--- config.mk ---
export PLATFORM = sky130hd
export DESIGN_NAME = executeStage
export DESIGN_NICKNAME = d
export VERILOG_FILES = /design/src/hw/cpuPkg.sv /design/src/hw/executeStage.sv
export VERILOG_INCLUDE_DIRS = /design/src /design/src/hw
export SDC_FILE = /design/constraint.sdc
export NUM_CORES = 1
export LEC_CHECK = 0
export ABC_AREA = 1
export BUFFER_PORTS_ARGS = -buffer_cell sky130_fd_sc_hd__buf_2
export CORE_ASPECT_RATIO = 1.1
export CORE_MARGIN = 3
export CORE_UTILIZATION = 36
export DETAILED_ROUTE_END_ITERATION = 6
export SYNTH_ARGS = -nofsm -noshare
export SYNTH_HDL_FRONTEND = slang
export SYNTH_SLANG_ARGS = --single-unit
--- constraint.sdc ---
create_clock -name clk -period 4.1 [get_ports clk]
set_input_delay 0.41 -clock clk [delete_from_list [all_inputs] [get_ports clk]]
set_output_delay 0.41 -clock clk [all_outputs]
set_load 0.05 [all_outputs]
--- src/hw/cpu_macros.svh ---
`ifndef CPU_MACROS_SVH
`define CPU_MACROS_SVH

// Width of the data path and of one instruction word
`define XLEN 32

// Register index width, giving 32 architectural registers
`define REG_ADDR_W 5

// Instruction memory is word addressed
`define IMEM_ADDR_W 8

// Data memory is word addressed as well
`define DMEM_ADDR_W 8

`endif

--- src/hw/cpuPkg.sv ---
`include "cpu_macros.svh"

package cpuPkg;

	// Primary opcodes in bits 31:26 of the instruction
	typedef enum logic [5:0] {
		opRType = 6'b000000,
		opJ     = 6'b000010,
		opBne   = 6'b000101,
		opLi    = 6'b001001,
		opXori  = 6'b001110,
		opLw    = 6'b100011,
		opSw    = 6'b101011
	} opcodeE;

	// Function codes of the R-type group in bits 5:0
	typedef enum logic [5:0] {
		funcAdd = 6'b100000,
		funcSub = 6'b100010,
		funcSlt = 6'b101010
	} funcE;

	// Operation selected in execute with aluNone as the bubble encoding
	typedef enum logic [2:0] {
		aluNone,
		aluAdd,
		aluSub,
		aluSlt,
		aluXor,
		aluImm
	} aluOpE;

	typedef struct packed {
		logic                    valid;
		logic [`XLEN-1:0]        instr;
		logic [`IMEM_ADDR_W-1:0] pc;
	} ifIdT;

	typedef struct packed {
		logic                    valid;
		aluOpE                   aluOp;
		logic [`XLEN-1:0]        rsVal;
		logic [`XLEN-1:0]        rtVal;
		logic [`XLEN-1:0]        imm;
		logic [`REG_ADDR_W-1:0]  rs;
		logic [`REG_ADDR_W-1:0]  rt;
		logic [`REG_ADDR_W-1:0]  rd;
		logic                    regWrite;
		logic                    load;
		logic                    store;
		logic                    branch;
		logic [`IMEM_ADDR_W-1:0] branchTarget;
	} idExT;

	typedef struct packed {
		logic                   valid;
		logic [`XLEN-1:0]       result;
		logic [`XLEN-1:0]       storeData;
		logic [`REG_ADDR_W-1:0] rd;
		logic                   regWrite;
		logic                   load;
		logic                   store;
	} exMemT;

	typedef struct packed {
		logic                   we;
		logic [`REG_ADDR_W-1:0] rd;
		logic [`XLEN-1:0]       data;
	} wbT;

	typedef struct packed {
		logic                    take;
		logic [`IMEM_ADDR_W-1:0] target;
	} redirectT;

endpackage

--- src/hw/executeStage.sv ---
`include "cpu_macros.svh"

module executeStage (
	input  logic             clk,
	input  logic             rstN,
	input  cpuPkg::idExT     idEx,
	input  cpuPkg::wbT       wb,
	output cpuPkg::exMemT    exMem,
	output cpuPkg::redirectT branchRedirect
);
	import cpuPkg::*;

	logic [`XLEN-1:0] opA;
	logic [`XLEN-1:0] opB;
	logic [`XLEN-1:0] rtFwd;
	logic [`XLEN-1:0] aluResult;

	// The memory stage holds the newer value, so it is checked before writeback
	function automatic logic [`XLEN-1:0] fwdOperand(
		input logic [`REG_ADDR_W-1:0] idx,
		input logic [`XLEN-1:0]       decoded,
		input exMemT                  memSrc,
		input wbT                     wbSrc
	);
		if (idx == '0) begin
			return decoded;
		end else if (memSrc.valid && memSrc.regWrite && !memSrc.load && memSrc.rd == idx) begin
			return memSrc.result;
		end else if (wbSrc.we && wbSrc.rd == idx) begin
			return wbSrc.data;
		end
		return decoded;
	endfunction

	assign opA = fwdOperand(idEx.rs, idEx.rsVal, exMem, wb);
	assign rtFwd = fwdOperand(idEx.rt, idEx.rtVal, exMem, wb);

	// Loads and stores add the offset to the base register
	assign opB = (idEx.load || idEx.store) ? idEx.imm : rtFwd;

	always_comb begin
		case (idEx.aluOp)
			aluAdd: aluResult = opA + opB;
			aluSub: aluResult = opA - opB;
			aluSlt: aluResult = {{(`XLEN - 1){1'b0}}, $signed(opA) < $signed(opB)};
			aluXor: aluResult = opA ^ idEx.imm;
			aluImm: aluResult = idEx.imm;
			default: aluResult = '0;
		endcase
	end

	assign branchRedirect.take = idEx.valid && idEx.branch && (opA != rtFwd);
	assign branchRedirect.target = idEx.branchTarget;

	always_ff @(posedge clk or negedge rstN) begin
		if (!rstN) begin
			exMem <= '0;
		end else begin
			exMem.valid <= idEx.valid;
			exMem.result <= aluResult;
			exMem.storeData <= rtFwd;
			exMem.rd <= idEx.rd;
			exMem.regWrite <= idEx.regWrite;
			exMem.load <= idEx.load;
			exMem.store <= idEx.store;
		end
	end

	// Decode sets at most one memory flag per instruction
	oneMemAccess: assert property (@(posedge clk) disable iff (!rstN)
		!(exMem.load && exMem.store));

endmodule

==> results of run 1 <==
[final cells by class]
cell class              instances  area (µm²)
repair buffers                523        3450
inverters                     299        1120
clock inverters                 6        42.5
fillers                      3130       14200
well taps                     368         460
multi-input cells            1490        7500
clock buffers                  10         229
flip-flops and latches         73        1830
[stage by stage]
step           cells  util [%]  hold slack (ns)
3_5_place_dp    2749      48.6            0.526
2_1_floorplan   1951         -            0.114
5_1_grt         2769      50.8            0.157
6_report        2769      50.8            0.150
3_3_place_gp    2749      48.6            0.522
4_1_cts         2766      49.7            0.154
[cell usage after synthesis, drive strengths merged, types with 2 or more instances]
library cell  count  share of area, %
a21boi            4              0.29
a21o              6              0.43
a21oi           114               5.5
a22oi             3              0.21
a31oi             6              0.36
a32oi             2              0.17
buf              27               1.6
clkbuf           62               2.2
dfrtp            73                17
fa                2              0.38
ha               64               7.6
inv             298                11
nand2           710                25
nand3            83               4.0
nand4            13              0.77
nor2            145               5.2
nor3             16              0.76
nor4              3              0.24
o2111ai          12               1.0
o211a             2              0.19
o211ai            9              0.64
o21a              2              0.14
o21ai           260                12
o21bai           10              0.71
o221ai            2              0.17
or2               9              0.53
xnor2             2              0.17
xor2              5              0.42
[final timing paths]
| check | slack, ns | cells after the start | end |
|---|---|---|---|
| worst min-delay path | 0.15 | 1 | exMem[30] |
| max in group asynchronous | 3.10 | 2 | exMem[47] |
| worst max-delay path | 0.18 | 25 | exMem[60] |
| worst min register to register | 0.80 | 4 | exMem[35] |
| min in group clk | 0.16 | 1 | exMem[3] |
| worst max register to register | 0.18 | 25 | exMem[60] |
[timing repair]
action / in CTS / in global routing
resized for setup: 7 / 125
pin swaps: 1 / 21
setup endpoints to repair: 17 / 26
setup buffers: 1 / 3
[power breakdown]
| group | internal (µW) | total, µW | leakage (µW) | switching (µW) |
|---|---|---|---|---|
| logic | 878 | 2340 | 0.00735 | 1460 |
| clock network | 413 | 790 | 0.000129 | 378 |
| registers | 789 | 853 | 0.000892 | 64.0 |
[cell families (layout without fill, tap and decap cells)]
family                   count (synthesis)  count (layout)  synth area share [%]
adder cells (fa/ha/maj)                 66              66                  7.99
buffers and inverters                  388             838                  14.5
AO/OA/AOI/OAI                          438             438                  22.7
XOR/XNOR                                 7               7                 0.582
flip-flops                              73              73                  17.3
AND/OR/NAND/NOR                        979             979                  36.9
[per-layer routing]
metal | up-vias | track usage (%) | wire length, µm
met4 | 8 | 7.23 | 1010
li1 | 7086 | - | -
met3 | 55 | 4.78 | 4010
met2 | 574 | 49.7 | 22600
met5 | - | 0 | 55
met1 | 6543 | 45.3 | 23800
==> results by group, run 1 <==
STA
  • Final setup TNS: 0 ns
  • Setup WS post-layout: 0.181 ns
  • RSZ-0062 raised after global routing: true
  • Setup violators final: 0
  • Clock period minus worst slack: 3.92 ns
  • Slew margin rel.: 33.0%
  • Max Clock Freq: 0.255 GHz
  • Clock Skews: 0.0233 ns
  • Worst-Margin Slew: 1.00 ns
  • Final Cycle Share: 95.6%
  • Fin. Hold Viols: 0
  • Slew Limit Fails: 0

Clock tree
  • Clk_lat worst skew: 0.37 ns
  • Max H-tree Level: 3
  • Clock buffer count from CTS: 9
  • Buffer levels on the longest clock path: 2
  • Worst-path clk slew: 0.08 ns
  • CTS tree: yes
  • Hold_buf cts: 0
  • Sink Count: 73
  • Clock root cell: clkbuf_16

Yosys
  • Synthesized netlist net count: 2184
  • Most used DFF post-synth: dfrtp_1
  • Synth Area per Inst: 5.40 µm²
  • Post-synthesis sequential area ratio: 17.3%
  • Post-synthesis cell area: 0.0105 mm²
  • Flops & latches, synth: 73
  • Synth Instances: 1951
  • Ys async rst share: 100%
  • Ys Warns: 0
  • Unique masters post-synth: 49
  • Post-synth EDFFs: 0

Detailed routing
  • Via density: 5.15
  • Vias after detailed routing: 14300
  • Wirelength per Cell: 18.6 µm
  • Violation count after the first detailed-routing iteration: 1497
  • Iteration count of the initial detailed-routing pass: 6
  • # DRC: 0
  • Final wirelength: 51.4 mm
  • Routed Antenna Nets: 0

Global routing
  • Initial antenna violation count: 4
  • Number of global-route vias before repair: 12900
  • Total congestion overflow: 0
  • First-pass GRT wire length: 75.2 mm
  • Largest net degree at the start of global routing: 56
  • GRT Util Overall: 31.5%

Setup path
  • Crit path max fanout: 7
  • Critical Path Slowest Stage Cell: fa_1
  • Setup crit start kind: flip-flop
  • CP max stage delay: 0.47 ns
  • Crit Path Class: reg -> reg
  • CP Launch Point: exMem[7]
  • Buf/Inv on CP: 4
  • Critical R2R Launch: exMem[7]
  • Crit. End Element: flip-flop
  • CP top delay family: compound AO/OA/AOI/OAI gates
  • Required @ worst endpoint: 4.30 ns
  • Most used cell along the critical path: nand2_1
  • CP arrival: 4.12 ns

Layout
  • Cell area after layout: 0.0146 mm²
  • Largest Register: exMem
  • Commonest cells after routing, fill and taps aside: nand2_1, inv_1, buf_4
  • Max FFs per register: 73
  • Top flop regs: exMem: 73 flops
  • Nets: 2629
  • Layout cells sized above 1: 26.3%
  • Commonest non-fill, non-tap cell in the layout: nand2_1
  • Diodes inserted: 0
  • Synth-to-layout area growth: 38.9%

Placement
  • DP HPWL: 43.1 mm
  • Area post-placement: 0.0140 mm²
  • Port bufs: 232
  • GP Congestion: 1.02
  • Pre-CTS setup slack: -0.358 ns

Status
  • Outcome: finished clean

Floorplanning
  • Die Y: 185 µm
  • Core area: 0.0288 mm²
  • # IOs: 249
  • Die W: 169 µm
  • Die area: 0.0313 mm²
  • Site Rows: 65
  • Initial Util: 36.6%

Job
  • MaxCap Viol Count: 0

Power
  • Pwr Total: 3980 µW
  • Maximum vdd drop: 0.000195 V
  • Lkg Pwr: 0.00837 µW
  • Power Dens Cells: 272 mW/mm²

Min path
  • Worst Hold Class: in -> async
Power figures use the tool's default switching activity.
==> run 2, diff against run 1 <==
Settings changed: CORE_MARGIN 3 to default.
==> results by group, run 2 (same netlist as run 1, synthesis figures left out) <==
Clock tree
  • Clock buffer count from CTS: 9 (unchanged)
  • Buffer levels on the longest clock path: 2 (unchanged)
  • Clock root cell: clkbuf_16 (unchanged)
  • Sink Count: 73 (unchanged)
  • CTS tree: yes (unchanged)
  • Clk_lat worst skew: 0.36 ns (was 0.37 ns)
  • Max H-tree Level: 3 (unchanged)
  • Hold_buf cts: 0 (unchanged)
  • Worst-path clk slew: 0.07 ns (was 0.08 ns)

Power
  • Power Dens Cells: 284 mW/mm² (was 272 mW/mm²)
  • P_int: 2130 µW (was 2080 µW)
  • Part of the power in combinational logic: 55.1% (was 58.7%)
  • Switching power: 1880 µW (was 1900 µW)
  • Clock power share: 23.4% (was 19.9%)
  • Maximum vdd drop: 0.000228 V (was 0.000195 V)
  • Sw frac: 46.8% (was 47.8%)
  • Seq pwr share: 21.5% (was 21.4%)
  • Lkg Pwr: 0.00809 µW (was 0.00837 µW)

Setup path
  • Setup crit start kind: flip-flop (unchanged)
  • Crit path max fanout: 11 (was 7)
  • Worst path depth: 24 (was 25)
  • Crit. End Element: flip-flop (unchanged)
  • Required @ worst endpoint: 4.29 ns (was 4.30 ns)
  • CP arrival: 4.19 ns (was 4.12 ns)
  • R2R depth: 24 (was 25)
  • CP top delay family: simple AND/OR/NAND/NOR gates (was compound AO/OA/AOI/OAI gates)
  • Worst R2R Setup Slack: 0.10 ns (was 0.18 ns)
  • Buf/Inv on CP: 6 (was 4)
  • Critical Path Slowest Stage Cell: dfrtp_1 (was fa_1)
  • CP max stage delay: 0.44 ns (was 0.47 ns)
  • Critical-path cell list: inv_1 > nand2_1 > nand2_1 > nor2_1 > nand3_2 > buf_12 > buf_4 > o21ai_0 > o21ai_0 > o21ai_1 > inv_1 > ha_1 > buf_4 > o21ai_0 > a21oi_2 > o21ai_0 > buf_4 > nand2_1 > nand2_1 > nand4_1 > nand3_1 > nand2_1 > nand3_1 > nand3_1
  • Most used cell along the critical path: nand2_1 (unchanged)
  • Crit Path Class: reg -> reg (unchanged)

STA
  • Worst-Margin Slew: 0.952 ns (was 1.00 ns)
  • Final Cycle Share: 97.5% (was 95.6%)
  • Max Clock Freq: 0.250 GHz (was 0.255 GHz)
  • Slew margin rel.: 36.4% (was 33.0%)
  • Fin. Hold Viols: 0 (unchanged)
  • Setup violators final: 0 (unchanged)
  • Slew Limit Fails: 0 (unchanged)
  • Final setup TNS: 0 ns (unchanged)
  • Clock Skews: 0.0118 ns (was 0.0233 ns)
  • Clock period minus worst slack: 4.00 ns (was 3.92 ns)

Layout
  • FILL cells: 3114 (was 3130)
  • Commonest cells after routing, fill and taps aside: nand2_1, inv_1, buf_2 (was nand2_1, inv_1, buf_4)
  • Synth-to-layout area growth: 33.8% (was 38.9%)
  • Post-Layout Cell Count: 2710 (was 2769)
  • Top flop regs: exMem: 73 flops (unchanged)
  • Nets: 2568 (was 2629)
  • Max FFs per register: 73 (unchanged)
  • Largest Register: exMem (unchanged)
  • Commonest non-fill, non-tap cell in the layout: nand2_1 (unchanged)
  • Layout cells sized above 1: 23.2% (was 26.3%)

Floorplanning
  • Initial Util: 36.7% (was 36.6%)
  • Die area: 0.0299 mm² (was 0.0313 mm²)
  • Die Y: 181 µm (was 185 µm)
  • Die W: 165 µm (was 169 µm)
  • Site Rows: 65 (unchanged)
  • # IOs: 249 (unchanged)
  • Core area: 0.0287 mm² (was 0.0288 mm²)

Min path
  • Worst Hold Class: in -> async (unchanged)

Placement
  • Inst Count DP: 2687 (was 2749)
  • DP HPWL: 40.6 mm (was 43.1 mm)
  • GP Congestion: 1.01 (was 1.02)
  • Port bufs: 232 (unchanged)

Global routing
  • Initial antenna violation count: 2 (was 4)
  • GRT Util Overall: 31.9% (was 31.5%)
  • Number of global-route vias before repair: 12800 (was 12900)
  • First-pass GRT wire length: 71.8 mm (was 75.2 mm)
  • Largest net degree at the start of global routing: 54 (was 56)
  • Total congestion overflow: 0 (unchanged)

Job
  • MaxCap Viol Count: 0 (unchanged)

Detailed routing
  • Iteration count of the initial detailed-routing pass: 5 (was 6)
  • Routed Antenna Nets: 0 (unchanged)
  • Final wirelength: 48.8 mm (was 51.4 mm)
  • Vias after detailed routing: 14000 (was 14300)
  • Violation count after the first detailed-routing iteration: 1502 (was 1497)
  • # DRC: 0 (unchanged)
  • Via density: 5.18 (was 5.15)
  • Wirelength per Cell: 18.0 µm (was 18.6 µm)

Status
  • Outcome: finished clean (unchanged)
-- run 2: cell types whose count changed in the layout (fill, tap and decap cells not counted), sizes merged --
| cell | before | now |
|---|---|---|
| diode | 0 | 2 |
| bufinv | 0 | 2 |
| clkinv | 4 | 2 |
| buf | 523 | 461 |
| inv | 299 | 300 |
-- run 2: final cells by class --
class / instances / area [µm²] / area share, %
Multi-Input combinational cell: 1490 / 7350 / 52.2
Timing Repair Buffer: 462 / 3000 / 21.3
Sequential cell: 73 / 1830 / 13.0
Inverter: 299 / 1120 / 7.97
Tap cell: 368 / 460 / 3.27
Clock buffer: 9 / 225 / 1.60
Clock inverter: 7 / 101 / 0.719
Antenna cell: 2 / 5.00 / 0.0355
-- run 2: metrics by stage --
stage	utilization, %	worst slack [ns]	power (µW)	cell area, µm²	hold slack (ns)
final	49.1	0.102	4000	14100	0.108
after global routing	49.1	-0.0354	4230	14100	0.144
after CTS	48.3	0.00379	3910	13900	0.139
after detailed placement	47.2	-0.110	2970	13500	0.519
after global placement	47.2	-0.156	2970	13500	0.519
after floorplan	-	0.158	2060	10500	0.114
-- run 2: power by group through the flow --
stage               Combinational, µW  Clock [µW]  Sequential [µW]
floorplan                         968           0             1090
global placement                 2090           0              871
detailed placement               2100           0              873
CTS                              2110         940              859
global route                     2390         969              865
finish                           2210         935              861
-- run 2: worst paths after layout --
path / from / to
worst max-delay path: exMem[3] / exMem[67]
worst min-delay path: rstN / exMem[34]
worst max register to register: exMem[3] / exMem[67]
worst min register to register: exMem[43] / exMem[11]
max in group asynchronous: rstN / exMem[67]
min in group clk: idEx[12] / exMem[3]
-- run 2: worst reg2reg max path, stage by stage (launching register included) --
cell and delay, ns:
dfrtp_1 0.44, inv_1 0.09, nand2_1 0.07, nand2_1 0.04, nor2_1 0.11, nand3_2 0.13, buf_12 0.17, buf_4 0.18
o21ai_0 0.22, o21ai_0 0.15, o21ai_1 0.19, inv_1 0.07, ha_1 0.38, buf_4 0.17, o21ai_0 0.21, a21oi_2 0.09
o21ai_0 0.15, buf_4 0.16, nand2_1 0.05, nand2_1 0.15, nand4_1 0.15, nand3_1 0.10, nand2_1 0.05, nand3_1 0.14
nand3_1 0.18
-- run 2: timing repair --
action	in CTS	in global routing
setup endpoints to repair	5	25
gates resized for setup	3	83
pin swaps	0	6
setup buffers	0	4
gates cloned	0	1
-- run 2: per-layer routing --
| metal | track usage (%) | share of wire, % | vias up |
|---|---|---|---|
| li1 | - | - | 6934 |
| met1 | 44.8 | 45 | 6455 |
| met2 | 49.6 | 44 | 597 |
| met3 | 5.67 | 8.8 | 55 |
| met4 | 8.62 | 2.1 | 0 |
| met5 | 0 | 0 | - |
